### config.mk
export PLATFORM = sky130hd
export DESIGN_NAME = issue_ctrl
export DESIGN_NICKNAME = d
export VERILOG_FILES = /design/src/hdl/dual_issue_pkg.sv /design/src/hdl/issue_ctrl.sv
export SDC_FILE = /design/constraint.sdc
export NUM_CORES = 1
export LEC_CHECK = 0
export BUFFER_PORTS_ARGS = -buffer_cell sky130_fd_sc_hd__clkbuf_2
export CAP_MARGIN = 20
export CORE_AREA = 2 2 39 41
export DETAILED_ROUTE_END_ITERATION = 10
export DIE_AREA = 0 0 41 43
export GPL_TIMING_DRIVEN = 1
export PLACE_DENSITY = 0.39
export SLEW_MARGIN = 25
export SYNTH_ARGS = -nofsm -noshare
export SYNTH_HDL_FRONTEND = slang
export SYNTH_SLANG_ARGS = --single-unit
### constraint.sdc
create_clock -name vclk -period 2.7
set_input_delay 0.405 -clock vclk [all_inputs]
set_output_delay 0.405 -clock vclk [all_outputs]
set_load 0.03 [all_outputs]
### src/hdl/dual_issue_pkg.sv
`default_nettype none

package dual_issue_pkg;

    localparam int XLEN       = 32;
    localparam int REG_AW     = 5;
    localparam int REG_NUM    = 32;
    localparam int FIFO_DEPTH = 8;
    localparam int FIFO_AW    = 3;
    localparam int ALU_OP_W   = 4;

    localparam logic [ALU_OP_W-1:0] ALU_ADD  = 4'd0;
    localparam logic [ALU_OP_W-1:0] ALU_SUB  = 4'd1;
    localparam logic [ALU_OP_W-1:0] ALU_AND  = 4'd2;
    localparam logic [ALU_OP_W-1:0] ALU_OR   = 4'd3;
    localparam logic [ALU_OP_W-1:0] ALU_XOR  = 4'd4;
    localparam logic [ALU_OP_W-1:0] ALU_NOR  = 4'd5;
    localparam logic [ALU_OP_W-1:0] ALU_SLT  = 4'd6;
    localparam logic [ALU_OP_W-1:0] ALU_SLTU = 4'd7;
    localparam logic [ALU_OP_W-1:0] ALU_SLL  = 4'd8;
    localparam logic [ALU_OP_W-1:0] ALU_SRL  = 4'd9;
    localparam logic [ALU_OP_W-1:0] ALU_SRA  = 4'd10;
    localparam logic [ALU_OP_W-1:0] ALU_LUI  = 4'd11;

    localparam logic [5:0] OP_RTYPE = 6'h00;
    localparam logic [5:0] OP_ADDIU = 6'h09;
    localparam logic [5:0] OP_SLTI  = 6'h0a;
    localparam logic [5:0] OP_ANDI  = 6'h0c;
    localparam logic [5:0] OP_ORI   = 6'h0d;
    localparam logic [5:0] OP_XORI  = 6'h0e;
    localparam logic [5:0] OP_LUI   = 6'h0f;

    localparam logic [5:0] FN_SLL  = 6'h00;
    localparam logic [5:0] FN_SRL  = 6'h02;
    localparam logic [5:0] FN_SRA  = 6'h03;
    localparam logic [5:0] FN_ADDU = 6'h21;
    localparam logic [5:0] FN_SUBU = 6'h23;
    localparam logic [5:0] FN_AND  = 6'h24;
    localparam logic [5:0] FN_OR   = 6'h25;
    localparam logic [5:0] FN_XOR  = 6'h26;
    localparam logic [5:0] FN_NOR  = 6'h27;
    localparam logic [5:0] FN_SLT  = 6'h2a;
    localparam logic [5:0] FN_SLTU = 6'h2b;

    // same word seen as R-type or I-type
    typedef union packed {
        struct packed {
            logic [5:0]        op;
            logic [REG_AW-1:0] rs;
            logic [REG_AW-1:0] rt;
            logic [REG_AW-1:0] rd;
            logic [4:0]        shamt;
            logic [5:0]        funct;
        } r;
        struct packed {
            logic [5:0]        op;
            logic [REG_AW-1:0] rs;
            logic [REG_AW-1:0] rt;
            logic [15:0]       imm16;
        } i;
    } inst_u;

endpackage

`default_nettype wire

### src/hdl/issue_ctrl.sv
`default_nettype none

module issue_ctrl (
    input  wire  [dual_issue_pkg::FIFO_AW:0]     count_i,
    input  wire                                  master_wen_i,
    input  wire  [dual_issue_pkg::REG_AW-1:0]    master_waddr_i,
    input  wire  [dual_issue_pkg::REG_AW-1:0]    slave_rs_i,
    input  wire  [dual_issue_pkg::REG_AW-1:0]    slave_rt_i,
    output logic                                 master_issue_o,
    output logic                                 slave_issue_o,
    output logic [1:0]                           pop_cnt_o
);

    logic raw_hazard;

    // slave may not consume a result produced in the same pair
    assign raw_hazard = master_wen_i
                     && ((slave_rs_i == master_waddr_i) || (slave_rt_i == master_waddr_i));

    assign master_issue_o = (count_i != '0);
    assign slave_issue_o  = (count_i >= (dual_issue_pkg::FIFO_AW + 1)'(2)) && !raw_hazard;

    assign pop_cnt_o = {1'b0, master_issue_o} + {1'b0, slave_issue_o};

endmodule

`default_nettype wire

# Yosys cells after proc, flatten, opt, wreduce, memory -nomap -nowiden
# Cells that the tools add are included.
dict set report op_classes {
  n_addsub 1
  n_lt_le_gt_ge 1
  eq_ne 2
  reduce_logical 5
}
# op count
set op_table {}
lappend op_table {{5-bit == test} 2}
lappend op_table {{4-bit by 2-bit >= comparator with 1-bit output, second input constant} 1}
lappend op_table {{4-bit nonzero test} 1}
lappend op_table {{1-bit by 1-bit adder with 2-bit output} 1}
lappend op_table {{1-bit logical AND} 2}
lappend op_table {{1-bit logical NOT} 1}
lappend op_table {{1-bit logical OR} 1}
dict set report word_totals {
  regBits 0
  inputBits 20
  output_inout_bits 4
  elab_cells 9
}

# Logic depth before layout (Yosys ltp)
dict set report depth {
  word_depth 6
  mapped_depth 5
}

# Least setup slack after synthesis
# Ideal clock, no wire load.
dict set report synth_timing {
  path_kind {input port to output port}
  from {input port slave_rs_i[2] (netlist bit)}
  to {output port pop_cnt_o[0]}
  arrival_ns 1.715
  path_slack_ns 0.580
  cell_stages 4
  n_path_buf 0
  cell_sequence {xor2_1 -> nor4_2 -> a31oi_1 -> ha_1}
}
dict set report synth_between {
  elab_chain_cells 6
}
# element line_no
set synth_rtl {}
lappend synth_rtl {{from (decl)} issue_ctrl.sv:7} ;# input wire [dual_issue_pkg::REG_AW-1:0] slave_rs_i,
lappend synth_rtl {{5-bit == test} issue_ctrl.sv:18} ;# && ((slave_rs_i == master_waddr_i) || (slave_rt_i == master_waddr_i));
lappend synth_rtl {{1-bit logical OR} issue_ctrl.sv:18}
lappend synth_rtl {{1-bit logical AND} issue_ctrl.sv:18}
lappend synth_rtl {{1-bit logical NOT} issue_ctrl.sv:21} ;# assign slave_issue_o = (count_i >= (dual_issue_pkg::FIFO_AW + 1)'(2)) && !raw_hazard;
lappend synth_rtl {{1-bit logical AND} issue_ctrl.sv:21}
lappend synth_rtl {{named net slave_issue_o} issue_ctrl.sv:10} ;# output logic slave_issue_o,
lappend synth_rtl {{1-bit by 1-bit adder with 2-bit output} issue_ctrl.sv:23} ;# assign pop_cnt_o = {1'b0, master_issue_o} + {1'b0, slave_issue_o};
lappend synth_rtl {{to (decl)} issue_ctrl.sv:11} ;# output logic [1:0] pop_cnt_o
# The timed path passes the listed nets, and every way through them passes these cells.

# Worst setup path in the final report
dict set report layout_timing {
  from {input port master_waddr_i[4] (netlist bit)}
  to {output port pop_cnt_o[0]}
}
dict set report layout_between {
  elab_chain_cells 6
  word_cells_on_any_way 7
  cone_classes {1 x add/sub; 2 x eq/ne; 4 x reduce/logical}
}
# element line_no
set layout_rtl {}
lappend layout_rtl {{from (decl)} issue_ctrl.sv:6} ;# input wire [dual_issue_pkg::REG_AW-1:0] master_waddr_i,
lappend layout_rtl {{5-bit == test} issue_ctrl.sv:18}
lappend layout_rtl {{1-bit logical OR *} issue_ctrl.sv:18}
lappend layout_rtl {{1-bit logical AND *} issue_ctrl.sv:18}
lappend layout_rtl {{1-bit logical NOT *} issue_ctrl.sv:21}
lappend layout_rtl {{1-bit logical AND *} issue_ctrl.sv:21}
lappend layout_rtl {{1-bit by 1-bit adder with 2-bit output *} issue_ctrl.sv:23}
# Every way passes the cells marked *; elsewhere a longest branch is shown, timed or not.

==> results.md <==
* Post-synth top area cell: xnor2_1
* First-pass GRT wire length at 690 um
* MaxCap Viol Count at 0
* Clkbuf count at 0
* Cell Count, Final, Fillers Out at 57
* Cell variety after synth at 9
* P per Cell Area at 174 nW/um^2
* CP startpoint kind: input pin
* Fillers at 158
* Yosys Warn Count at 0
* First-pass iteration count of the detailed router at 1
* Routed Antenna Nets at 0
* Largest net degree at the start of global routing at 3
* Post-synth top cells: xnor2_1 (6), xor2_1 (4)
* Ratio of cells with drive above 1 in the final layout at 61.0%
* Sequential cell area at 0 sq um
* Clock power share at 0%
* Most frequent cell after synthesis: xnor2_1
* Crit path DAT at 1.55 ns
* Initial antenna violation count at 0
* Row Count at 14
* Hold Buf Count CTS at 0
* Final period util at 72.5%
* Gr ovfl total at 0
* DIE HEIGHT at 43 um
* Seq_cells at 0
* Int Power at 0.0240 mW
* Psw at 0.0258 mW
* WS Path Type: input pin to primary output
* CP Capture Type: primary output
* VDD IR max at 0.0339 mV
* Starting Density at 10.5%
* Die area at 1760 sq um
* Routed WL per cell at 8.47 um
* RSZ-0062 raised after global routing: no
* Worst-Margin Slew at 0.226 ns
* Port-buffer cells at 24
* # resized after CTS at 0
* Die Wd at 41 um
* Mapped Nets at 38
* Cell Area, Synth at 145 sq um
* Gp weighted congestion at 0.598
* Final wirelength at 483 um
* Number of global-route vias before repair at 181
* Via density at 3.60
* CP Max Fanout at 2
* Dpl cells at 57
* Fin. max-slew vios at 0
* Lkg Pwr at 0.141 nW
* Drt drc at 0
* GRT Total Usage at 5.39%
* Seq/Total Area, Yosys at 0%
* Number of diodes at 0
* Gate power share at 100.0%
* Area delta synth->final at 96.6%
* Design Power at 0.0498 mW
* Final Hold Vio Count at 0
* Hold WC Path Type: input pin to primary output
* Synth area leaders: xnor2_1 (36%), xor2_1 (24%), ha_1 (8.6%)
* Rel. slew slack at 84.9%
* Switching share of power at 51.8%
* Syn Inst Count at 17
* Nets at 64
* Minimum clock period at 1.96 ns
* Via count at 205
* Yosys top cell area share at 36.2%
* Setup TNS Final at 0 ns
* I/O pin cnt at 24
* Syn_area_per_cell at 8.54 sq um
* CP Data Required Time at 2.30 ns
* Total core area at 1380 sq um
* Post-CTS repair timing setup buffer count at 0
* Setup-failing EPs final at 0
* Register share of total power at 0%
* Final core utilization at 20.6%
* Status: finished, final reports clean
* Initial DRC count at 0
* Maximum clock rate at 0.511 GHz
==> per-layer routing <==
metal	global-route usage [%]	up-vias	routed length, um	share of wire, %
li1	-	112	-	-
met1	9.49	69	223	46
met2	6.25	24	127	26
met3	2.09	0	132	27
met4	0	0	0	0
met5	0	-	0	0
==> worst max-delay path, stage by stage <==
cell,delay [ns]
clkbuf_2,0.10
xor2_1,0.15
nor4_2,0.27
a31oi_1,0.14
ha_1,0.29
clkbuf_2,0.21
==> layout make-up <==
type | instances | area (sq um) | share of cell area, %
multi-input cells | 17 | 145 | 50.9
well taps | 16 | 20.0 | 7.02
repair buffers | 24 | 120 | 42.1
==> final timing paths <==
kind	start	endpoint	slack, ns	cells past startpoint
worst max-delay path	master_waddr_i[4]	pop_cnt_o[0]	0.74	6
worst min-delay path	master_wen_i	slave_issue_o	1.17	3
==> through the flow <==
stage / instance area (sq um) / hold WS (ns) / worst slack, ns
after floorplan: 145 / 1.06 / 0.580
after global placement: 285 / 1.18 / 0.752
after detailed placement: 285 / 1.17 / 0.720
after CTS: 285 / 1.17 / 0.718
after global routing: 285 / 1.18 / 0.614
final: 285 / 1.17 / 0.742
==> power groups by stage <==
stage,logic [mW],registers [mW],clock network [mW]
floorplan,0.0275,0,0
global placement,0.0509,0,0
detailed placement,0.0508,0,0
CTS,0.0509,0,0
global route,0.0550,0,0
finish,0.0498,0,0
==> cells by family after synthesis <==
family / after synthesis / synth area share, %
xor+xnor: 10 / 60.3
fa+ha+maj: 1 / 8.62
simple gates: 4 / 20.7
compound gates: 2 / 10.3
==> layout by cell type (no fill, tap or decap) <==
cell type	instances
ha_1	1
nor4_2	1
xor2_1	4
nand4_1	1
clkbuf_2	24
xnor2_1	6
or4_1	1
o32ai_1	1
nand2_1	1
a31oi_1	1
(Power assumes the default switching activity.)
