**config.mk**
```make
export PLATFORM = sky130hd
export DESIGN_NAME = forward_unit
export DESIGN_NICKNAME = d
export VERILOG_FILES = /design/src/hdl/dual_issue_pkg.sv /design/src/hdl/forward_unit.sv
export SDC_FILE = /design/constraint.sdc
export NUM_CORES = 1
export LEC_CHECK = 0
export BUFFER_PORTS_ARGS = -buffer_cell sky130_fd_sc_hd__buf_2
export CAP_MARGIN = 25
export CORE_UTILIZATION = 25
export DETAILED_ROUTE_END_ITERATION = 7
export PLACE_DENSITY_LB_ADDON = 0.25
export SLEW_MARGIN = 20
export SYNTH_ARGS = -nofsm -noshare
export SYNTH_HDL_FRONTEND = slang
export SYNTH_SLANG_ARGS = --single-unit
export TNS_END_PERCENT = 10
```
**constraint.sdc**
```tcl
create_clock -name vclk -period 5.85
set_input_delay 1.17 -clock vclk [all_inputs]
set_output_delay 1.17 -clock vclk [all_outputs]
set_load 0.02 [all_outputs]
```
**src/hdl/dual_issue_pkg.sv**
```systemverilog
`default_nettype none

package dual_issue_pkg;

    localparam int XLEN       = 32;
    localparam int REG_AW     = 5;
    localparam int REG_NUM    = 32;
    localparam int FIFO_DEPTH = 8;
    localparam int FIFO_AW    = 3;
    localparam int ALU_OP_W   = 4;

    localparam logic [ALU_OP_W-1:0] ALU_ADD  = 4'd0;
    localparam logic [ALU_OP_W-1:0] ALU_SUB  = 4'd1;
    localparam logic [ALU_OP_W-1:0] ALU_AND  = 4'd2;
    localparam logic [ALU_OP_W-1:0] ALU_OR   = 4'd3;
    localparam logic [ALU_OP_W-1:0] ALU_XOR  = 4'd4;
    localparam logic [ALU_OP_W-1:0] ALU_NOR  = 4'd5;
    localparam logic [ALU_OP_W-1:0] ALU_SLT  = 4'd6;
    localparam logic [ALU_OP_W-1:0] ALU_SLTU = 4'd7;
    localparam logic [ALU_OP_W-1:0] ALU_SLL  = 4'd8;
    localparam logic [ALU_OP_W-1:0] ALU_SRL  = 4'd9;
    localparam logic [ALU_OP_W-1:0] ALU_SRA  = 4'd10;
    localparam logic [ALU_OP_W-1:0] ALU_LUI  = 4'd11;

    localparam logic [5:0] OP_RTYPE = 6'h00;
    localparam logic [5:0] OP_ADDIU = 6'h09;
    localparam logic [5:0] OP_SLTI  = 6'h0a;
    localparam logic [5:0] OP_ANDI  = 6'h0c;
    localparam logic [5:0] OP_ORI   = 6'h0d;
    localparam logic [5:0] OP_XORI  = 6'h0e;
    localparam logic [5:0] OP_LUI   = 6'h0f;

    localparam logic [5:0] FN_SLL  = 6'h00;
    localparam logic [5:0] FN_SRL  = 6'h02;
    localparam logic [5:0] FN_SRA  = 6'h03;
    localparam logic [5:0] FN_ADDU = 6'h21;
    localparam logic [5:0] FN_SUBU = 6'h23;
    localparam logic [5:0] FN_AND  = 6'h24;
    localparam logic [5:0] FN_OR   = 6'h25;
    localparam logic [5:0] FN_XOR  = 6'h26;
    localparam logic [5:0] FN_NOR  = 6'h27;
    localparam logic [5:0] FN_SLT  = 6'h2a;
    localparam logic [5:0] FN_SLTU = 6'h2b;

    // same word seen as R-type or I-type
    typedef union packed {
        struct packed {
            logic [5:0]        op;
            logic [REG_AW-1:0] rs;
            logic [REG_AW-1:0] rt;
            logic [REG_AW-1:0] rd;
            logic [4:0]        shamt;
            logic [5:0]        funct;
        } r;
        struct packed {
            logic [5:0]        op;
            logic [REG_AW-1:0] rs;
            logic [REG_AW-1:0] rt;
            logic [15:0]       imm16;
        } i;
    } inst_u;

endpackage

`default_nettype wire

```
**src/hdl/forward_unit.sv**
```systemverilog
`default_nettype none

module forward_unit (
    input  wire  [dual_issue_pkg::REG_AW-1:0]    src0_i,
    input  wire  [dual_issue_pkg::REG_AW-1:0]    src1_i,
    input  wire  [dual_issue_pkg::REG_AW-1:0]    src2_i,
    input  wire  [dual_issue_pkg::REG_AW-1:0]    src3_i,
    input  wire  [dual_issue_pkg::XLEN-1:0]      rf0_i,
    input  wire  [dual_issue_pkg::XLEN-1:0]      rf1_i,
    input  wire  [dual_issue_pkg::XLEN-1:0]      rf2_i,
    input  wire  [dual_issue_pkg::XLEN-1:0]      rf3_i,
    input  wire                                  e_master_wen_i,
    input  wire  [dual_issue_pkg::REG_AW-1:0]    e_master_waddr_i,
    input  wire  [dual_issue_pkg::XLEN-1:0]      e_master_res_i,
    input  wire                                  e_slave_wen_i,
    input  wire  [dual_issue_pkg::REG_AW-1:0]    e_slave_waddr_i,
    input  wire  [dual_issue_pkg::XLEN-1:0]      e_slave_res_i,
    input  wire                                  w_master_wen_i,
    input  wire  [dual_issue_pkg::REG_AW-1:0]    w_master_waddr_i,
    input  wire  [dual_issue_pkg::XLEN-1:0]      w_master_res_i,
    input  wire                                  w_slave_wen_i,
    input  wire  [dual_issue_pkg::REG_AW-1:0]    w_slave_waddr_i,
    input  wire  [dual_issue_pkg::XLEN-1:0]      w_slave_res_i,
    output logic [dual_issue_pkg::XLEN-1:0]      val0_o,
    output logic [dual_issue_pkg::XLEN-1:0]      val1_o,
    output logic [dual_issue_pkg::XLEN-1:0]      val2_o,
    output logic [dual_issue_pkg::XLEN-1:0]      val3_o
);

    logic [dual_issue_pkg::REG_AW-1:0] src [4];
    logic [dual_issue_pkg::XLEN-1:0]   rf  [4];
    logic [dual_issue_pkg::XLEN-1:0]   val [4];

    assign src = '{src0_i, src1_i, src2_i, src3_i};
    assign rf  = '{rf0_i, rf1_i, rf2_i, rf3_i};

    // youngest producer first
    always_comb begin
        for (int k = 0; k < 4; k++) begin
            if (src[k] == '0) begin
                val[k] = rf[k];
            end else if (e_slave_wen_i && (e_slave_waddr_i == src[k])) begin
                val[k] = e_slave_res_i;
            end else if (e_master_wen_i && (e_master_waddr_i == src[k])) begin
                val[k] = e_master_res_i;
            end else if (w_slave_wen_i && (w_slave_waddr_i == src[k])) begin
                val[k] = w_slave_res_i;
            end else if (w_master_wen_i && (w_master_waddr_i == src[k])) begin
                val[k] = w_master_res_i;
            end else begin
                val[k] = rf[k];
            end
        end
    end

    assign val0_o = val[0];
    assign val1_o = val[1];
    assign val2_o = val[2];
    assign val3_o = val[3];

endmodule

`default_nettype wire

```
# Word-level counts from Yosys, hierarchy flattened

Cells that the tools add are included.

Eq/ne operators: 16
Reductions and logical operators: 20
Muxes and demuxes: 20

Operators with widths:

| cell                | number |
|---|---|
| $mux W32            | 20 |
| $eq A5 B5 Y1        | 16 |
| $logic_not A5 Y1    | 4 |
| $logic_and A1 B1 Y1 | 16 |

Input port bits: 300
Word-level logic and storage cells: 56
Bits in registers: 0
Output and inout bits: 128

# Longest topological paths before layout

Word-level depth: 7
Mapped depth: 8
Mapped depth without buffers: 5

# Worst setup path before layout

Ideal clock, no wire load.

Path type: input to output
Start point: input src1_i[2] (netlist bit)
End point: output val1_o[0] (netlist bit)
Cell stages on the path: 8
Data arrival time: 2821 ps
Slack: 1859 ps
Buffers on the path: 3
Data required time: 4680 ps
Path through: buf_2 > or4_4 > or2_0 > buf_2 > nand4_4 > buf_6 > o22ai_1 > a21oi_1

Longest elaborated chain between the ends: 7
Elaborated cells on any way between the ends: 14
Those cells by class: eq/ne (4); mux (5); reduce/logical (5)

RTL lines:

| element             | line               | source |
|---|---|---|
| start, declared     | forward_unit.sv:5  | `input wire [dual_issue_pkg::REG_AW-1:0] src1_i,` |
| $eq A5 B5 Y1        | forward_unit.sv:48 | `end else if (w_master_wen_i && (w_master_waddr_i == src[k])) begin` |
| $logic_and A1 B1 Y1 | forward_unit.sv:48 |  |
| $mux W32            | forward_unit.sv:48 |  |
| $mux W32            | forward_unit.sv:46 | `end else if (w_slave_wen_i && (w_slave_waddr_i == src[k])) begin` |
| $mux W32            | forward_unit.sv:44 | `end else if (e_master_wen_i && (e_master_waddr_i == src[k])) begin` |
| $mux W32            | forward_unit.sv:42 | `end else if (e_slave_wen_i && (e_slave_waddr_i == src[k])) begin` |
| $mux W32 (*)        | forward_unit.sv:40 | `if (src[k] == '0) begin` |
| end, declared       | forward_unit.sv:25 | `output logic [dual_issue_pkg::XLEN-1:0] val1_o,` |

Every way passes the cells marked *; elsewhere a longest branch is shown, timed or not.

# Worst setup path in the final report

Start point: input src1_i[2] (netlist bit)
End point: output val1_o[6] (netlist bit)

The elaborated chain is that of the path after synthesis.

==> metrics.txt <==
final routed wire length divided by cell count 27.3 microns; critical path startpoint category input port; path type of the worst min-delay path input port to primary output; crit path kind input port to primary output; peak supply drop about 0.069 mV; syn_nets roughly 1.7k; total instance count after detailed placement 2114; status finished, final reports clean; DRC viols 0; count of pins on the block boundary around 430; Finish-stage setup viols 0; initial cell density of the core about a quarter; Clock buffer cells 0; post-synthesis instance total between 1k and 1.5k; Final Critical Period roughly 5.1 ns; worst rel slew slack around a third; router iterations before antenna repair 8; portion of the clock cycle consumed by the worst path in the final layout between 80% and 90%; Netlist cell types 39; remaining antenna violation count after routing 0; Storage cell area 0 sq um; post-CTS setup buffers 0; synthesized area between 8000 and 9000 sq um; wire length of the first global-routing pass about 85000 microns; Critical Path Sink Type primary output; largest driver fanout on the critical path 33; sequential area share after synthesis 0%; static leakage 4.45 nW; Iteration-0 DRC Markers between 1.5k and 2k; width of the die 188 microns; share of post-route cells with drive strength above 1 a little over 30%; unrepaired setup endpoints after global routing no; total negative slack 0 ns; Fin. Hold Viols 0; Die H between 150 and 200 microns; number of antenna violations at the first check in global routing 3; crit path DAT between 3 and 4 ns; vias after detailed routing 13.8k; number of gates resized after cts 0; hold buffer count at CTS 0; number of sequential storage elements 0; most common cell after layout, fill and taps aside sky130_fd_sc_hd__buf_2; Slew @ Worst Pin 1.02 ns; placer's final routability congestion estimate about 0.95; number of vias per cell after detailed routing 6.53; total track usage 30.9%; synthesized area per cell around 6.2 sq um; area of the die between 30000 and 40000 sq um; Final Max Tran Viols 0; most used cells in the layout excluding fill and tap cells 428 x sky130_fd_sc_hd__buf_2, 255 x sky130_fd_sc_hd__a21oi_1, 128 x sky130_fd_sc_hd__and3_1, 128 x sky130_fd_sc_hd__o22ai_1, 125 x sky130_fd_sc_hd__a21boi_0; grt ovf 0; count of standard-cell rows between 60 and 70; vias in the first global route 13.4k; count of maximum capacitance violations 0; power density over the cells about 95 nW/um^2; total detailed-routing wirelength slightly below 60000 microns; Layout area overhead 27.4%; end-of-flow core utilization about 33%; dpl hpwl ~41000 microns; count of nets after finishing around 2k; highest achievable clock rate 197 MHz; data required time of the worst path approximately 4.7 ns; Buffers on Ports roughly 430; number of warnings reported in the yosys synthesis log 0; standard cell core area approximately 34000 sq um; maximum number of pins on one net before global-route repair 65; Final Non-Filler Cells around 2.1k
==> synth_stat cells (2+ instances only) <==
cell                       count  share of area [%]
sky130_fd_sc_hd__a21oi_1     255                 15
sky130_fd_sc_hd__buf_6         7               0.91
sky130_fd_sc_hd__nor4_4        5                1.2
sky130_fd_sc_hd__nor3_1       34                2.0
sky130_fd_sc_hd__or3_1         2               0.15
sky130_fd_sc_hd__nand4_1       2               0.15
sky130_fd_sc_hd__xor2_1       64                6.5
sky130_fd_sc_hd__o311ai_0     16                1.6
sky130_fd_sc_hd__nand3_1      10               0.58
sky130_fd_sc_hd__a21boi_0    125                 11
sky130_fd_sc_hd__and2_1        6               0.44
sky130_fd_sc_hd__nor3_2        3               0.35
sky130_fd_sc_hd__nand2b_1     63                4.6
sky130_fd_sc_hd__or4_1         2               0.17
sky130_fd_sc_hd__clkbuf_1    116                5.1
sky130_fd_sc_hd__buf_2        44                2.6
sky130_fd_sc_hd__and3_1      136                9.9
sky130_fd_sc_hd__clkbuf_2     11               0.64
sky130_fd_sc_hd__buf_4         2               0.17
sky130_fd_sc_hd__a21boi_1      2               0.17
sky130_fd_sc_hd__nand3b_1     94                8.2
sky130_fd_sc_hd__buf_1        12               0.52
sky130_fd_sc_hd__o311ai_1    111                 11
sky130_fd_sc_hd__nor2_1       41                1.8
sky130_fd_sc_hd__xnor2_1      17                1.7
sky130_fd_sc_hd__nand2_1      67                2.9
sky130_fd_sc_hd__nor4_1        5               0.36
sky130_fd_sc_hd__o22ai_1     128                9.3
==> report_power, final <==
part,switching [W],internal [W],total [W]
combinational,0.000697,0.000345,0.00104
sequential,0,0,0
clock,0,0.0000000000920,0.0000000000920
==> worst paths after layout <==
check	start	endpoint	slack, ns	cells past startpoint
setup / recovery	src1_i[2]	val1_o[6]	0.79	7
hold / removal	rf3_i[25]	val3_o[25]	2.77	4
==> routing by layer <==
layer / vias up / routed length (microns) / GRT usage (%)
met5: - / 0 / 0
met4: 0 / 2380 / 13.4
met3: 202 / 6240 / 5.02
met2: 1154 / 26200 / 50.7
met1: 6563 / 23000 / 39.6
li1: 5906 / - / -
==> through the flow <==
step	area, sq um	power [W]	setup WS (ns)	hold slack [ns]
after floorplan	8620	0.000577	1.86	2.59
after global placement	10900	0.00100	0.975	2.77
after detailed placement	11000	0.00101	0.859	2.77
after CTS	11000	0.00102	0.855	2.77
after global routing	11000	0.00109	0.775	2.79
final	11000	0.00104	0.786	2.77
==> cells by family after synthesis <==
| family | count (synthesis) | share of synthesized area [%] |
|---|---|---|
| compound gates | 644 | 48.7 |
| simple gates | 474 | 33.2 |
| xor+xnor | 81 | 8.23 |
| buf+inv | 192 | 9.85 |
==> area by class of cell <==
class	instances	area (sq um)
diodes	4	10.0
fillers	3784	22700
multi-input cells	1199	7950
well taps	448	561
repair buffers	467	2470
==> worst max-delay path, cell delays in order <==
cell and delay (ns):
sky130_fd_sc_hd__buf_2 0.16, sky130_fd_sc_hd__or4_4 0.15, sky130_fd_sc_hd__or2_2 0.78, sky130_fd_sc_hd__nand4_4 0.85
sky130_fd_sc_hd__o2111ai_1 0.48, sky130_fd_sc_hd__o22ai_1 0.12, sky130_fd_sc_hd__buf_2 0.18
Power figures use the tool's default switching activity.
