File: config.mk
export PLATFORM = sky130hd
export DESIGN_NAME = alu
export DESIGN_NICKNAME = d
export VERILOG_FILES = /design/src/hdl/dual_issue_pkg.sv /design/src/hdl/alu.sv
export SDC_FILE = /design/constraint.sdc
export NUM_CORES = 1
export LEC_CHECK = 0
export BUFFER_PORTS_ARGS = -buffer_cell sky130_fd_sc_hd__buf_2
export CAP_MARGIN = 20
export CORE_AREA = 2 2 191 193
export DETAILED_ROUTE_END_ITERATION = 10
export DIE_AREA = 0 0 193 195
export RECOVER_POWER = 100
export SLEW_MARGIN = 20
export SYNTH_ARGS = -nofsm -noshare
export SYNTH_HDL_FRONTEND = slang
export SYNTH_SLANG_ARGS = --single-unit
File: constraint.sdc
create_clock -name vclk -period 13
set_input_delay 1.3 -clock vclk [all_inputs]
set_output_delay 1.3 -clock vclk [all_outputs]
set_load 0.01 [all_outputs]
File: src/hdl/dual_issue_pkg.sv
`default_nettype none

package dual_issue_pkg;

    localparam int XLEN       = 32;
    localparam int REG_AW     = 5;
    localparam int REG_NUM    = 32;
    localparam int FIFO_DEPTH = 8;
    localparam int FIFO_AW    = 3;
    localparam int ALU_OP_W   = 4;

    localparam logic [ALU_OP_W-1:0] ALU_ADD  = 4'd0;
    localparam logic [ALU_OP_W-1:0] ALU_SUB  = 4'd1;
    localparam logic [ALU_OP_W-1:0] ALU_AND  = 4'd2;
    localparam logic [ALU_OP_W-1:0] ALU_OR   = 4'd3;
    localparam logic [ALU_OP_W-1:0] ALU_XOR  = 4'd4;
    localparam logic [ALU_OP_W-1:0] ALU_NOR  = 4'd5;
    localparam logic [ALU_OP_W-1:0] ALU_SLT  = 4'd6;
    localparam logic [ALU_OP_W-1:0] ALU_SLTU = 4'd7;
    localparam logic [ALU_OP_W-1:0] ALU_SLL  = 4'd8;
    localparam logic [ALU_OP_W-1:0] ALU_SRL  = 4'd9;
    localparam logic [ALU_OP_W-1:0] ALU_SRA  = 4'd10;
    localparam logic [ALU_OP_W-1:0] ALU_LUI  = 4'd11;

    localparam logic [5:0] OP_RTYPE = 6'h00;
    localparam logic [5:0] OP_ADDIU = 6'h09;
    localparam logic [5:0] OP_SLTI  = 6'h0a;
    localparam logic [5:0] OP_ANDI  = 6'h0c;
    localparam logic [5:0] OP_ORI   = 6'h0d;
    localparam logic [5:0] OP_XORI  = 6'h0e;
    localparam logic [5:0] OP_LUI   = 6'h0f;

    localparam logic [5:0] FN_SLL  = 6'h00;
    localparam logic [5:0] FN_SRL  = 6'h02;
    localparam logic [5:0] FN_SRA  = 6'h03;
    localparam logic [5:0] FN_ADDU = 6'h21;
    localparam logic [5:0] FN_SUBU = 6'h23;
    localparam logic [5:0] FN_AND  = 6'h24;
    localparam logic [5:0] FN_OR   = 6'h25;
    localparam logic [5:0] FN_XOR  = 6'h26;
    localparam logic [5:0] FN_NOR  = 6'h27;
    localparam logic [5:0] FN_SLT  = 6'h2a;
    localparam logic [5:0] FN_SLTU = 6'h2b;

    // same word seen as R-type or I-type
    typedef union packed {
        struct packed {
            logic [5:0]        op;
            logic [REG_AW-1:0] rs;
            logic [REG_AW-1:0] rt;
            logic [REG_AW-1:0] rd;
            logic [4:0]        shamt;
            logic [5:0]        funct;
        } r;
        struct packed {
            logic [5:0]        op;
            logic [REG_AW-1:0] rs;
            logic [REG_AW-1:0] rt;
            logic [15:0]       imm16;
        } i;
    } inst_u;

endpackage

`default_nettype wire

File: src/hdl/alu.sv
`default_nettype none

module alu (
    input  wire  [dual_issue_pkg::ALU_OP_W-1:0]  aluop_i,
    input  wire  [dual_issue_pkg::XLEN-1:0]      a_i,
    input  wire  [dual_issue_pkg::XLEN-1:0]      b_i,
    output logic [dual_issue_pkg::XLEN-1:0]      y_o
);

    logic [4:0] sa;

    assign sa = a_i[4:0];

    always_comb begin
        case (aluop_i)
            dual_issue_pkg::ALU_ADD:  y_o = a_i + b_i;
            dual_issue_pkg::ALU_SUB:  y_o = a_i - b_i;
            dual_issue_pkg::ALU_AND:  y_o = a_i & b_i;
            dual_issue_pkg::ALU_OR:   y_o = a_i | b_i;
            dual_issue_pkg::ALU_XOR:  y_o = a_i ^ b_i;
            dual_issue_pkg::ALU_NOR:  y_o = ~(a_i | b_i);
            dual_issue_pkg::ALU_SLT:  y_o = dual_issue_pkg::XLEN'($signed(a_i) < $signed(b_i));
            dual_issue_pkg::ALU_SLTU: y_o = dual_issue_pkg::XLEN'(a_i < b_i);
            dual_issue_pkg::ALU_SLL:  y_o = b_i << sa;
            dual_issue_pkg::ALU_SRL:  y_o = b_i >> sa;
            dual_issue_pkg::ALU_SRA:  y_o = $signed(b_i) >>> sa;
            dual_issue_pkg::ALU_LUI:  y_o = {b_i[15:0], 16'h0000};
            default:                  y_o = '0;
        endcase
    end

endmodule

`default_nettype wire

=== Word-level counts from Yosys, hierarchy flattened ===
Cells that the tools add are included.

* Bits in registers: 0
* Output and inout bits: 32
* Input bits: 68
* Word-level logic and storage cells: 24

* $add $sub $neg: 2
* Eq/ne operators: 11
* Shifts and indexed selects: 3
* Mux-type cells: 1
* $lt $le $gt $ge: 2
* Bitwise logic cells: 4
* Reduce and logical (&&, ||, !) cells: 1

{| class="wikitable"
|+ Operators with widths
! cell !! number
|-
| 32-bit case mux with 12 select lines || 1
|-
| 32-bit less-than comparator || 2
|-
| 32-bit adder || 1
|-
| 32-bit bitwise AND || 1
|-
| 32-bit NOT || 1
|-
| 32-bit bitwise OR || 1
|-
| 32-bit by 5-bit left shift with 32-bit output || 1
|-
| 32-bit by 5-bit right shift with 32-bit output || 1
|-
| 32-bit by 5-bit >>> shifter with 32-bit output || 1
|-
| 32-bit subtractor || 1
|-
| 32-bit bitwise XOR || 1
|-
| 4-bit by 3-bit == test with 1-bit output, second input constant || 4
|-
| 4-bit == test, second input constant || 4
|-
| 4-bit by 2-bit == test with 1-bit output, second input constant || 2
|-
| 4-bit by 1-bit == test with 1-bit output, second input constant || 1
|-
| 4-bit logical NOT || 1
|}

=== Depth between registers and ports, before layout ===
* Word-level depth: 3
* Gate-level depth with buffers: 16
* Gate-level depth less buffers: 12

=== Worst setup path after synthesis ===
Ideal clock, no wire load.

* Path type: input -> output
* Start: input port a_i[2] in the netlist's numbering
* End: output port y_o[27] in the netlist's numbering
* Arrival: 4.798 ns
* Path slack: 6.902 ns
* Required time: 11.700 ns
* Stages on the path: 15
* Path through: clkbuf_2 -> inv_1 -> buf_1 -> clkbuf_1 -> buf_2 -> ha_1 -> nand2b_1 -> o2111ai_1 -> a311oi_2 -> a41oi_1 -> o41ai_2 -> a21oi_1 -> o31ai_1 -> a21oi_1 -> o21ai_0

* Cells in the longest elaborated chain, start to end: 2
* Elaborated cells on any way between the ends: 6

{| class="wikitable"
|+ RTL lines
! element !! line !! RTL
|-
| start, declared || alu.sv:5 || <nowiki>input wire [dual_issue_pkg::XLEN-1:0] a_i,</nowiki>
|-
| 32-bit subtractor, or another cell as far along || alu.sv:17 || <nowiki>dual_issue_pkg::ALU_SUB: y_o = a_i - b_i;</nowiki>
|-
| 32-bit case mux with 12 select lines * || alu.sv:15 || <nowiki>case (aluop_i)</nowiki>
|-
| end, declared || alu.sv:7 || <nowiki>output logic [dual_issue_pkg::XLEN-1:0] y_o</nowiki>
|}

Every way passes the cells marked *; elsewhere a longest branch is shown, timed or not.

=== Final worst setup path ===
* Start: input port a_i[2] in the netlist's numbering
* End: output port y_o[30] in the netlist's numbering

Same word-level chain as after synthesis.

==> parameters.txt <==
Parameter                              Value

Run status
  Outcome    complete, but fails checks
  Violations in the final reports    capacitance limit, slew limit

Floorplan
  # rows    69
  Overall die area    37600 um2
  Starting density of the core    0.248
  Placeable Area    35400 um2
  Overall die height    195 um
  Io pins    100
  Width of the chip    193 um

GRT
  Number of antenna violations at the first check in global routing    2
  Remaining Overflow, GRT    0
  First-pass GRT wire length    66700 um
  Vias in the first global route    10200
  GR Util All Layers    0.233
  Maximum number of pins on one net before global-route repair    71

Synthesis
  Post-synth top area cell    sky130_fd_sc_hd__ha_1
  Biggest area contributors in the synthesized netlist    sky130_fd_sc_hd__ha_1, sky130_fd_sc_hd__a21oi_1, sky130_fd_sc_hd__nor2_1
  Mean area per synthesized cell    6.64 um2
  Post-Synthesis Cell Area    8790 um2
  Count of cell types in the netlist    78
  Number of nets in the synthesized netlist    1491
  Number of standard cells after synthesis    1323
  Synth top area share    0.140
  Number of synthesis warnings    0
  Post-synthesis sequential area ratio    0

Hold path
  Tightest Hold Check Type    in2out
  Origin of the worst min-delay path    aluop_i[0]
  Number of instances on the worst hold path    4

Clocking
  Setup fix buffers added after clock tree synthesis    0
  Hold buffer count at CTS    0
  Post-cts repair resize count    0

Timing
  Final max-slew violation count    64
  Maximum achievable frequency    107 MHz
  Unrepaired setup endpoints after global routing    false
  Post-route clock period utilization    0.717
  Post-route setup TNS    0 ns
  Final setup violation count    0
  Shortest clock period the worst path allows after layout    9.33 ns
  Worst slew slack as a fraction of its limit    -0.896
  PnR worst setup slack    3.67 ns
  Final Hold Violating Endpoints    0
  Transition time of the tightest slew-check pin    2.84 ns

Setup path
  Maximum net fanout on the critical path    63
  Kind of critical path    in2out
  Critical path capture point type    primary output
  Arrival time reported for the critical path endpoint    8.03 ns
  Startpoint types    primary input
  Launch point of the critical path    a_i[2]
  Critical path data required time    11.70 ns

Route
  Antenna Violating Nets Remaining    0
  Routed length per placed instance    25.4 um
  WL final    45700 um
  Via count    11100
  Initial DRC Count    1600
  Avg Vias per Cell    6.18
  Count of TritonRoute iterations in the first routing pass    9
  Residual DRC count    0

Placement
  Setup slack after placement    6.09 ns
  HPWL Detailed    35200 um
  Last weighted congestion value of the routability-driven placer    1.01
  I/O Buffers    100
  Placed instance count    1799

Finish
  Layout clock buffers    0
  Number of nets in the layout    1508
  Number of sequential cells in the layout    0
  Share of layout cells above drive strength 1    0.108
  Signed area change from the synthesized netlist to the final layout    8.56%
  Number of fill cells    4050
  Final standard cell count with taps included and fillers excluded    1802
  Register area    0 um2

Job
  Maxcap violations    1
[critical path: stages]
cell and delay (ns):
sky130_fd_sc_hd__buf_2 0.07, sky130_fd_sc_hd__clkbuf_1 1.99, sky130_fd_sc_hd__clkinv_1 0.26, sky130_fd_sc_hd__buf_4 0.43, sky130_fd_sc_hd__ha_1 0.49, sky130_fd_sc_hd__o21bai_1 0.10, sky130_fd_sc_hd__a21oi_1 0.29, sky130_fd_sc_hd__o311ai_0 0.26
sky130_fd_sc_hd__a311oi_1 1.05, sky130_fd_sc_hd__o211ai_1 0.39, sky130_fd_sc_hd__a2111oi_0 0.71, sky130_fd_sc_hd__nor3_1 0.10, sky130_fd_sc_hd__a211o_1 0.24, sky130_fd_sc_hd__nand3_1 0.11, sky130_fd_sc_hd__clkbuf_1 0.17
[cell families after synthesis]
logic type,share of synthesized area
compound gates,0.390
mux,0.155
simple gates,0.209
fa+ha+maj,0.144
buf+inv,0.0954
xor+xnor,0.00598
[final timing paths]
kind,endpoint,slack [ns]
max,y_o[30],3.67
min,y_o[0],3.18
[per-layer routing]
| metal | vias to the layer above | part of all wire | global-route usage |
|---|---|---|---|
| li1 | 5011 | - | - |
| met4 | 0 | 0.055 | 0.107 |
| met2 | 753 | 0.42 | 0.347 |
| met5 | - | 0 | 0 |
| met1 | 5278 | 0.42 | 0.328 |
| met3 | 96 | 0.11 | 0.0334 |
[cells in the final DEF, fill, tap and decap left out, types with 21 or more instances in the layout]
cell,n
sky130_fd_sc_hd__a211oi_1,31
sky130_fd_sc_hd__a21oi_1,163
sky130_fd_sc_hd__a221oi_1,21
sky130_fd_sc_hd__buf_2,74
sky130_fd_sc_hd__clkbuf_1,26
sky130_fd_sc_hd__ha_1,98
sky130_fd_sc_hd__inv_1,100
sky130_fd_sc_hd__mux2i_1,45
sky130_fd_sc_hd__mux4_2,27
sky130_fd_sc_hd__nand2_1,89
sky130_fd_sc_hd__nand3_1,27
sky130_fd_sc_hd__nor2_1,172
sky130_fd_sc_hd__nor3_1,31
sky130_fd_sc_hd__o211ai_1,22
sky130_fd_sc_hd__o21ai_0,84
[through the flow]
step | util | hold WS (ns) | area (um2)
after floorplan | - | 2.84 | 8790
after global placement | 0.271 | 3.18 | 9590
after detailed placement | 0.271 | 3.18 | 9590
after CTS | 0.271 | 3.18 | 9590
after global routing | 0.269 | 3.20 | 9530
final | 0.270 | 3.18 | 9540
[final cells by class]
type               instances  area, um2  area share
inverters                102        383      0.0401
diodes                     3       7.51    0.000787
multi-input cells       1116       7960       0.834
repair buffers           120        618      0.0648
well taps                461        577      0.0605
[Yosys cell counts (9+ instances only)]
cell type,instances
sky130_fd_sc_hd__a211o_1,17
sky130_fd_sc_hd__a211oi_1,31
sky130_fd_sc_hd__a21o_1,12
sky130_fd_sc_hd__a21oi_1,163
sky130_fd_sc_hd__a221o_1,10
sky130_fd_sc_hd__a221oi_1,21
sky130_fd_sc_hd__a222oi_1,12
sky130_fd_sc_hd__a22o_1,11
sky130_fd_sc_hd__a22oi_1,14
sky130_fd_sc_hd__a31oi_1,11
sky130_fd_sc_hd__and3_1,10
sky130_fd_sc_hd__buf_1,9
sky130_fd_sc_hd__buf_2,15
sky130_fd_sc_hd__clkbuf_1,72
sky130_fd_sc_hd__ha_1,98
sky130_fd_sc_hd__inv_1,101
sky130_fd_sc_hd__mux2_2,13
sky130_fd_sc_hd__mux2i_1,45
sky130_fd_sc_hd__mux4_2,27
sky130_fd_sc_hd__nand2_1,89
sky130_fd_sc_hd__nand2b_1,11
sky130_fd_sc_hd__nand3_1,27
sky130_fd_sc_hd__nand4_1,9
sky130_fd_sc_hd__nor2_1,174
sky130_fd_sc_hd__nor2b_1,10
sky130_fd_sc_hd__nor3_1,33
sky130_fd_sc_hd__o211ai_1,21
sky130_fd_sc_hd__o21a_1,9
sky130_fd_sc_hd__o21ai_0,84
sky130_fd_sc_hd__o21bai_1,14
sky130_fd_sc_hd__o22ai_1,13
sky130_fd_sc_hd__o31ai_1,14
sky130_fd_sc_hd__or3_1,10
