**config.mk**
```make
export PLATFORM = sky130hd
export DESIGN_NAME = decoder
export DESIGN_NICKNAME = d
export VERILOG_FILES = /design/src/hdl/dual_issue_pkg.sv /design/src/hdl/decoder.sv
export SDC_FILE = /design/constraint.sdc
export NUM_CORES = 1
export LEC_CHECK = 0
export BUFFER_PORTS_ARGS = -buffer_cell sky130_fd_sc_hd__buf_2
export CAP_MARGIN = 20
export CELL_PAD_IN_SITES_DETAIL_PLACEMENT = 2
export CELL_PAD_IN_SITES_GLOBAL_PLACEMENT = 2
export CORE_MARGIN = 2
export CORE_UTILIZATION = 15
export DETAILED_ROUTE_END_ITERATION = 16
export PLACE_DENSITY = 0.82
export SLEW_MARGIN = 5
export SYNTH_ARGS = -nofsm -noshare
export SYNTH_HDL_FRONTEND = slang
export SYNTH_SLANG_ARGS = --single-unit
```
**constraint.sdc**
```tcl
create_clock -name vclk -period 2.8
set_input_delay 0.28 -clock vclk [all_inputs]
set_output_delay 0.28 -clock vclk [all_outputs]
set_load 0.05 [all_outputs]
```
**src/hdl/dual_issue_pkg.sv**
```systemverilog
`default_nettype none

package dual_issue_pkg;

    localparam int XLEN       = 32;
    localparam int REG_AW     = 5;
    localparam int REG_NUM    = 32;
    localparam int FIFO_DEPTH = 8;
    localparam int FIFO_AW    = 3;
    localparam int ALU_OP_W   = 4;

    localparam logic [ALU_OP_W-1:0] ALU_ADD  = 4'd0;
    localparam logic [ALU_OP_W-1:0] ALU_SUB  = 4'd1;
    localparam logic [ALU_OP_W-1:0] ALU_AND  = 4'd2;
    localparam logic [ALU_OP_W-1:0] ALU_OR   = 4'd3;
    localparam logic [ALU_OP_W-1:0] ALU_XOR  = 4'd4;
    localparam logic [ALU_OP_W-1:0] ALU_NOR  = 4'd5;
    localparam logic [ALU_OP_W-1:0] ALU_SLT  = 4'd6;
    localparam logic [ALU_OP_W-1:0] ALU_SLTU = 4'd7;
    localparam logic [ALU_OP_W-1:0] ALU_SLL  = 4'd8;
    localparam logic [ALU_OP_W-1:0] ALU_SRL  = 4'd9;
    localparam logic [ALU_OP_W-1:0] ALU_SRA  = 4'd10;
    localparam logic [ALU_OP_W-1:0] ALU_LUI  = 4'd11;

    localparam logic [5:0] OP_RTYPE = 6'h00;
    localparam logic [5:0] OP_ADDIU = 6'h09;
    localparam logic [5:0] OP_SLTI  = 6'h0a;
    localparam logic [5:0] OP_ANDI  = 6'h0c;
    localparam logic [5:0] OP_ORI   = 6'h0d;
    localparam logic [5:0] OP_XORI  = 6'h0e;
    localparam logic [5:0] OP_LUI   = 6'h0f;

    localparam logic [5:0] FN_SLL  = 6'h00;
    localparam logic [5:0] FN_SRL  = 6'h02;
    localparam logic [5:0] FN_SRA  = 6'h03;
    localparam logic [5:0] FN_ADDU = 6'h21;
    localparam logic [5:0] FN_SUBU = 6'h23;
    localparam logic [5:0] FN_AND  = 6'h24;
    localparam logic [5:0] FN_OR   = 6'h25;
    localparam logic [5:0] FN_XOR  = 6'h26;
    localparam logic [5:0] FN_NOR  = 6'h27;
    localparam logic [5:0] FN_SLT  = 6'h2a;
    localparam logic [5:0] FN_SLTU = 6'h2b;

    // same word seen as R-type or I-type
    typedef union packed {
        struct packed {
            logic [5:0]        op;
            logic [REG_AW-1:0] rs;
            logic [REG_AW-1:0] rt;
            logic [REG_AW-1:0] rd;
            logic [4:0]        shamt;
            logic [5:0]        funct;
        } r;
        struct packed {
            logic [5:0]        op;
            logic [REG_AW-1:0] rs;
            logic [REG_AW-1:0] rt;
            logic [15:0]       imm16;
        } i;
    } inst_u;

endpackage

`default_nettype wire

```
**src/hdl/decoder.sv**
```systemverilog
`default_nettype none

module decoder (
    input  wire dual_issue_pkg::inst_u               inst_i,
    output logic [dual_issue_pkg::REG_AW-1:0]        rs_o,
    output logic [dual_issue_pkg::REG_AW-1:0]        rt_o,
    output logic [dual_issue_pkg::REG_AW-1:0]        waddr_o,
    output logic                                     wen_o,
    output logic [dual_issue_pkg::ALU_OP_W-1:0]      aluop_o,
    output logic                                     sel_shamt_o,
    output logic                                     sel_imm_o,
    output logic [dual_issue_pkg::XLEN-1:0]          imm_o,
    output logic [4:0]                               shamt_o
);

    logic [dual_issue_pkg::REG_AW-1:0] dest;
    logic                              known;
    logic [dual_issue_pkg::XLEN-1:0]   imm_sext;
    logic [dual_issue_pkg::XLEN-1:0]   imm_zext;

    assign imm_sext = {{16{inst_i.i.imm16[15]}}, inst_i.i.imm16};
    assign imm_zext = {16'h0000, inst_i.i.imm16};

    always_comb begin
        aluop_o     = dual_issue_pkg::ALU_ADD;
        sel_shamt_o = 1'b0;
        sel_imm_o   = 1'b0;
        imm_o       = imm_zext;
        dest        = inst_i.i.rt;
        known       = 1'b1;
        if (inst_i.r.op == dual_issue_pkg::OP_RTYPE) begin
            dest = inst_i.r.rd;
            case (inst_i.r.funct)
                dual_issue_pkg::FN_ADDU: aluop_o = dual_issue_pkg::ALU_ADD;
                dual_issue_pkg::FN_SUBU: aluop_o = dual_issue_pkg::ALU_SUB;
                dual_issue_pkg::FN_AND:  aluop_o = dual_issue_pkg::ALU_AND;
                dual_issue_pkg::FN_OR:   aluop_o = dual_issue_pkg::ALU_OR;
                dual_issue_pkg::FN_XOR:  aluop_o = dual_issue_pkg::ALU_XOR;
                dual_issue_pkg::FN_NOR:  aluop_o = dual_issue_pkg::ALU_NOR;
                dual_issue_pkg::FN_SLT:  aluop_o = dual_issue_pkg::ALU_SLT;
                dual_issue_pkg::FN_SLTU: aluop_o = dual_issue_pkg::ALU_SLTU;
                dual_issue_pkg::FN_SLL:  aluop_o = dual_issue_pkg::ALU_SLL;
                dual_issue_pkg::FN_SRL:  aluop_o = dual_issue_pkg::ALU_SRL;
                dual_issue_pkg::FN_SRA:  aluop_o = dual_issue_pkg::ALU_SRA;
                default:                 known   = 1'b0;
            endcase
            // shifts take shamt in place of rs
            sel_shamt_o = (aluop_o == dual_issue_pkg::ALU_SLL)
                       || (aluop_o == dual_issue_pkg::ALU_SRL)
                       || (aluop_o == dual_issue_pkg::ALU_SRA);
        end else begin
            sel_imm_o = 1'b1;
            case (inst_i.i.op)
                dual_issue_pkg::OP_ADDIU: begin
                    aluop_o = dual_issue_pkg::ALU_ADD;
                    imm_o   = imm_sext;
                end
                dual_issue_pkg::OP_SLTI: begin
                    aluop_o = dual_issue_pkg::ALU_SLT;
                    imm_o   = imm_sext;
                end
                dual_issue_pkg::OP_ANDI: aluop_o = dual_issue_pkg::ALU_AND;
                dual_issue_pkg::OP_ORI:  aluop_o = dual_issue_pkg::ALU_OR;
                dual_issue_pkg::OP_XORI: aluop_o = dual_issue_pkg::ALU_XOR;
                dual_issue_pkg::OP_LUI:  aluop_o = dual_issue_pkg::ALU_LUI;
                default:                 known   = 1'b0;
            endcase
        end
    end

    assign rs_o    = inst_i.r.rs;
    assign rt_o    = inst_i.i.rt;
    assign shamt_o = inst_i.r.shamt;
    assign waddr_o = dest;
    // r0 is never written
    assign wen_o   = known && (dest != '0);

endmodule

`default_nettype wire

```
### Yosys cells after proc, flatten, opt, wreduce, memory -nomap -nowiden

Index checks and enable logic that the tools add are counted.

| cells by class | value |
|---|---|
| add/sub/neg operators | 0 |
| $mul | 0 |
| divide/modulo/power cells | 0 |
| $lt $le $gt $ge | 0 |
| equal/unequal tests | 19 |
| shift-type cells | 0 |
| mux-type cells | 12 |
| bitwise logic cells | 0 |
| reduce and logical (&&, ||, !) cells | 9 |

Operator list:

| operator | number |
|---|---|
| two-way mux 32 bit | 2 |
| == test 6 bit, second input constant | 8 |
| case mux 4 bit (10 select lines) | 1 |
| == test 6 x 4 -> 1 bit, second input constant | 6 |
| case mux 4 bit (5 select lines) | 1 |
| == test 4 bit, second input constant | 3 |
| == test 6 x 2 -> 1 bit, second input constant | 2 |
| zero test 6 bit | 2 |
| OR reduction 11 bit | 1 |
| two-way mux 4 bit | 2 |
| OR reduction 6 bit | 1 |
| two-way mux 1 bit | 5 |
| two-way mux 5 bit | 1 |
| nonzero test 5 bit | 1 |
| logical OR 1 bit | 2 |
| OR reduction 2 bit | 1 |
| logical AND 1 bit | 1 |

| storage, ports and cells | value |
|---|---|
| bits in registers | 0 |
| latch bits | 0 |
| bits in writable memories | 0 |
| bits in read-only memories | 0 |
| bits of input ports | 32 |
| logic and storage cells | 40 |
| memories | 0 |

### Longest topological paths before layout

| logic depth | value |
|---|---|
| word-level depth | 7 |
| depth in mapped cells | 5 |
| mapped depth without buffers | 4 |

### Worst setup path after synthesis

Ideal clock, no wire load.

| path | value |
|---|---|
| kind | input port to output port |
| start point | in inst_i[31] (netlist name) |
| end point | out imm_o[17] (netlist name) |
| arrival | 3.884 ns |
| required time | 2.520 ns |
| setup slack | -1.364 ns |
| stages | 4 |
| buffers on the path | 1 |
| cell sequence | nor2_1 nand2_1 nor4b_1 buf_4 |

| on the way | value |
|---|---|
| longest elaborated chain between the ends | 4 |
| elaborated cells between the ends (all ways) | 6 |
| those cells by class | eq/ne (2); mux (2); reduce/logical (2) |

Ends and longest elaborated chain:

| item | RTL line | RTL |
|---|---|---|
| from (decl) | decoder.sv:4 | `input wire dual_issue_pkg::inst_u inst_i,` |
| == test 6 x 4 -> 1 bit | decoder.sv:53 | `case (inst_i.i.op)` |
| OR reduction 2 bit (no line) | - |  |
| two-way mux 32 bit | decoder.sv:53 |  |
| two-way mux 32 bit (*) | decoder.sv:31 | `if (inst_i.r.op == dual_issue_pkg::OP_RTYPE) begin` |
| to (decl) | decoder.sv:12 | `output logic [dual_issue_pkg::XLEN-1:0] imm_o,` |

Every way passes the cells marked *; elsewhere a longest branch is shown, timed or not.

### Final worst setup path

| path | value |
|---|---|
| start point | in inst_i[27] (netlist name) |
| end point | out wen_o |

| on the way | value |
|---|---|
| longest elaborated chain between the ends | 5 |
| elaborated cells between the ends (all ways) | 13 |
| those cells by class | eq/ne (6); mux (3); reduce/logical (4) |

Ends and longest elaborated chain:

| item | RTL line | RTL |
|---|---|---|
| == test 6 x 4 -> 1 bit | decoder.sv:53 |  |
| OR reduction 6 bit (no line) | - |  |
| two-way mux 1 bit | decoder.sv:53 |  |
| two-way mux 1 bit | decoder.sv:31 |  |
| logical AND 1 bit (*) | decoder.sv:76 | `assign wen_o = known && (dest != '0);` |
| to (decl) | decoder.sv:8 | `output logic wen_o,` |

Marks and branches as above.

==> impl_metrics.tcl <==
set metrics [dict create \
    fillers 582 \
    routedWlPerCell_um 12.4 \
    grt_max_degree 17 \
    synthSimpleGateAreaFrac_pct 23.1 \
    start_util_pct 15.7 \
    hp-class "input port to primary output" \
    crit_arrival_ps 1790 \
    hpwl_um 2060 \
    dieArea_mm2 0.00560 \
    grt_overflow 0 \
    synth_compound_area_share_pct 12.5 \
    final_util_pct 17.0 \
    period_minus_slack_ps 2070 \
    yosys-top-cells-area "buf_4 (46%), mux2_4 (8.0%), nor4_4 (2.8%)" \
    drt-initial-drc-count 14 \
    die_y_um 74.9 \
    cp_top_family "simple AND/OR/NAND/NOR gates" \
    crit_required_ps 2520 \
    synth_top_family_by_area "buffers and inverters" \
    pin_count 91 \
    grt_pass1_wl_um 3150 \
    routed_wl_um 2310 \
    via_count 696 \
    drive_gt1_share_pct 63.0 \
    antenna_found_initial 0 \
    routed.top_layer "met3" \
    cts_resized 0 \
    wl_met1_um 912 \
    yosys.area.top_type "buf_4" \
    dr_wl_met2_um 1190 \
    p_per_area_mw_per_mm2 197 \
    hold_buffers 0 \
    grt_pass1_vias 679 \
    final_common_cell "buf_2" \
    critPathMaxFanout 12 \
    die_x_um 74.9 \
    yosysSeqAreaShare_pct 0 \
    dpl-instance-area_um2 816 \
    start_kind "input port" \
    cp_cell_sequence "buf_2 > nor4_4 > nand2_2 > mux2i_1 > o2111a_1 > buf_2" \
    first_pass_iters 4 \
    min_to "rs_o[1]" \
    grt_usage_pct 7.12 \
    leakage_nw 0.442 \
    multi_input_area_um2 390 \
    critPathKind "input port to primary output" \
    nets 153 \
    post-route-period-util_pct 74.0 \
    seq_cell_count 0 \
    yosysTopAreaCellShare_pct 45.8 \
    setup_viol 0 \
    cap_violations 0 \
    yosysWarnings 0 \
    slew_headroom_pct 62.2 \
    coreArea_mm2 0.00479 \
    critical_path_buf_inv_count 2 \
    synthCells 102 \
    port_buffers 66 \
    rsz0062_at_grt "no" \
    clock_buffers 0 \
    slew_violations 0 \
    hp-start "inst_i[22]" \
    status "finished, final reports clean" \
    cpPeakStageDelay_ps 370 \
    drcViolationCount 0 \
    regArea_um2 0 \
    yosys.cell_types.count 33 \
    fmax_mhz 483 \
    setup.worst_path.start "inst_i[27]" \
    synthMuxAreaShare_pct 10.8 \
    finalInstanceArea_um2 816 \
    n_antenna_cell 0 \
    cts_setup_buffers 0 \
    syn-cell-area_um2 753 \
    worst_pin_slew_ps 564 \
    synthAdderAreaFrac_pct 0 \
    final_cell_mix "buf_2 (66), nor2_1 (5), o21ai_0 (4), mux2_4 (4), nand2_1 (4)" \
    cp-end-kind "primary output" \
    finalSetupTns_ps 0 \
    synthXorXnorAreaFrac_pct 3.49 \
    hold_depth 0 \
    place_congestion 0.752 \
    peakVddDrop_mv 0.0289 \
    hold_viol 0 \
    area_growth_pct 8.31 \
    synthesis.nets 134 \
    via_per_inst 3.74 \
    postSynthAreaPerCell_um2 7.38 \
    met3_wirelength_um 204 \
    core.rowCount 25 \
    crit_top_cell "buf_2" \
    drt.antenna.violating_nets 0 \
    slowest_stage "nor4_4" \
]
## layer usage
metal / up-vias / track usage [%]
met4: 0 / 0.595
met3: 0 / 0.937
li1: 342 / -
met1: 319 / 7.59
met2: 35 / 15.0
met5: - / 0
## metrics by stage
stage               std cells  setup WS (ps)  hold slack [ps]  total power, mW
global route              186            558              560            0.171
CTS                       186            721              561            0.163
global placement          186            743              561            0.160
detailed placement        186            716              561            0.163
floorplan                 102            329              659            0.188
finish                    186            728              560            0.161
## worst max path at each step
stage	to	depth (start not counted)
2_1_floorplan	aluop_o[1]	5
3_3_place_gp	wen_o	6
3_5_place_dp	wen_o	6
4_1_cts	wen_o	6
5_1_grt	wen_o	6
6_report	wen_o	6
## cells by family (layout without fill, tap and decap cells)
kind of cell,Yosys count,in the layout
xor+xnor,3,3
mux,6,6
simple gates,27,27
buf+inv,52,69
compound gates,14,14
## report_power, final
group	switching, mW	leakage [nW]	internal [mW]
clock network	0	0	0
registers	0	0	0
logic	0.118	0.442	0.0429
total	0.118	0.442	0.0429
## area by class of cell
type	count	area share, %
multi-input combinational	50	47.9
tap	67	10.3
inverter	3	1.38
timing repair buffer	66	40.5
## synthesized netlist by cell type, types with 2 or more instances
cell      n
xnor2_1   2
nor3b_1   2
o31ai_1   2
buf_2     2
inv_1     3
mux2_4    4
nand3_1   2
nor4_1    2
nor2_1    5
a31oi_1   3
buf_4    46
o21ai_0   4
or4_1     2
nand2_1   4
(Power assumes the default switching activity.)
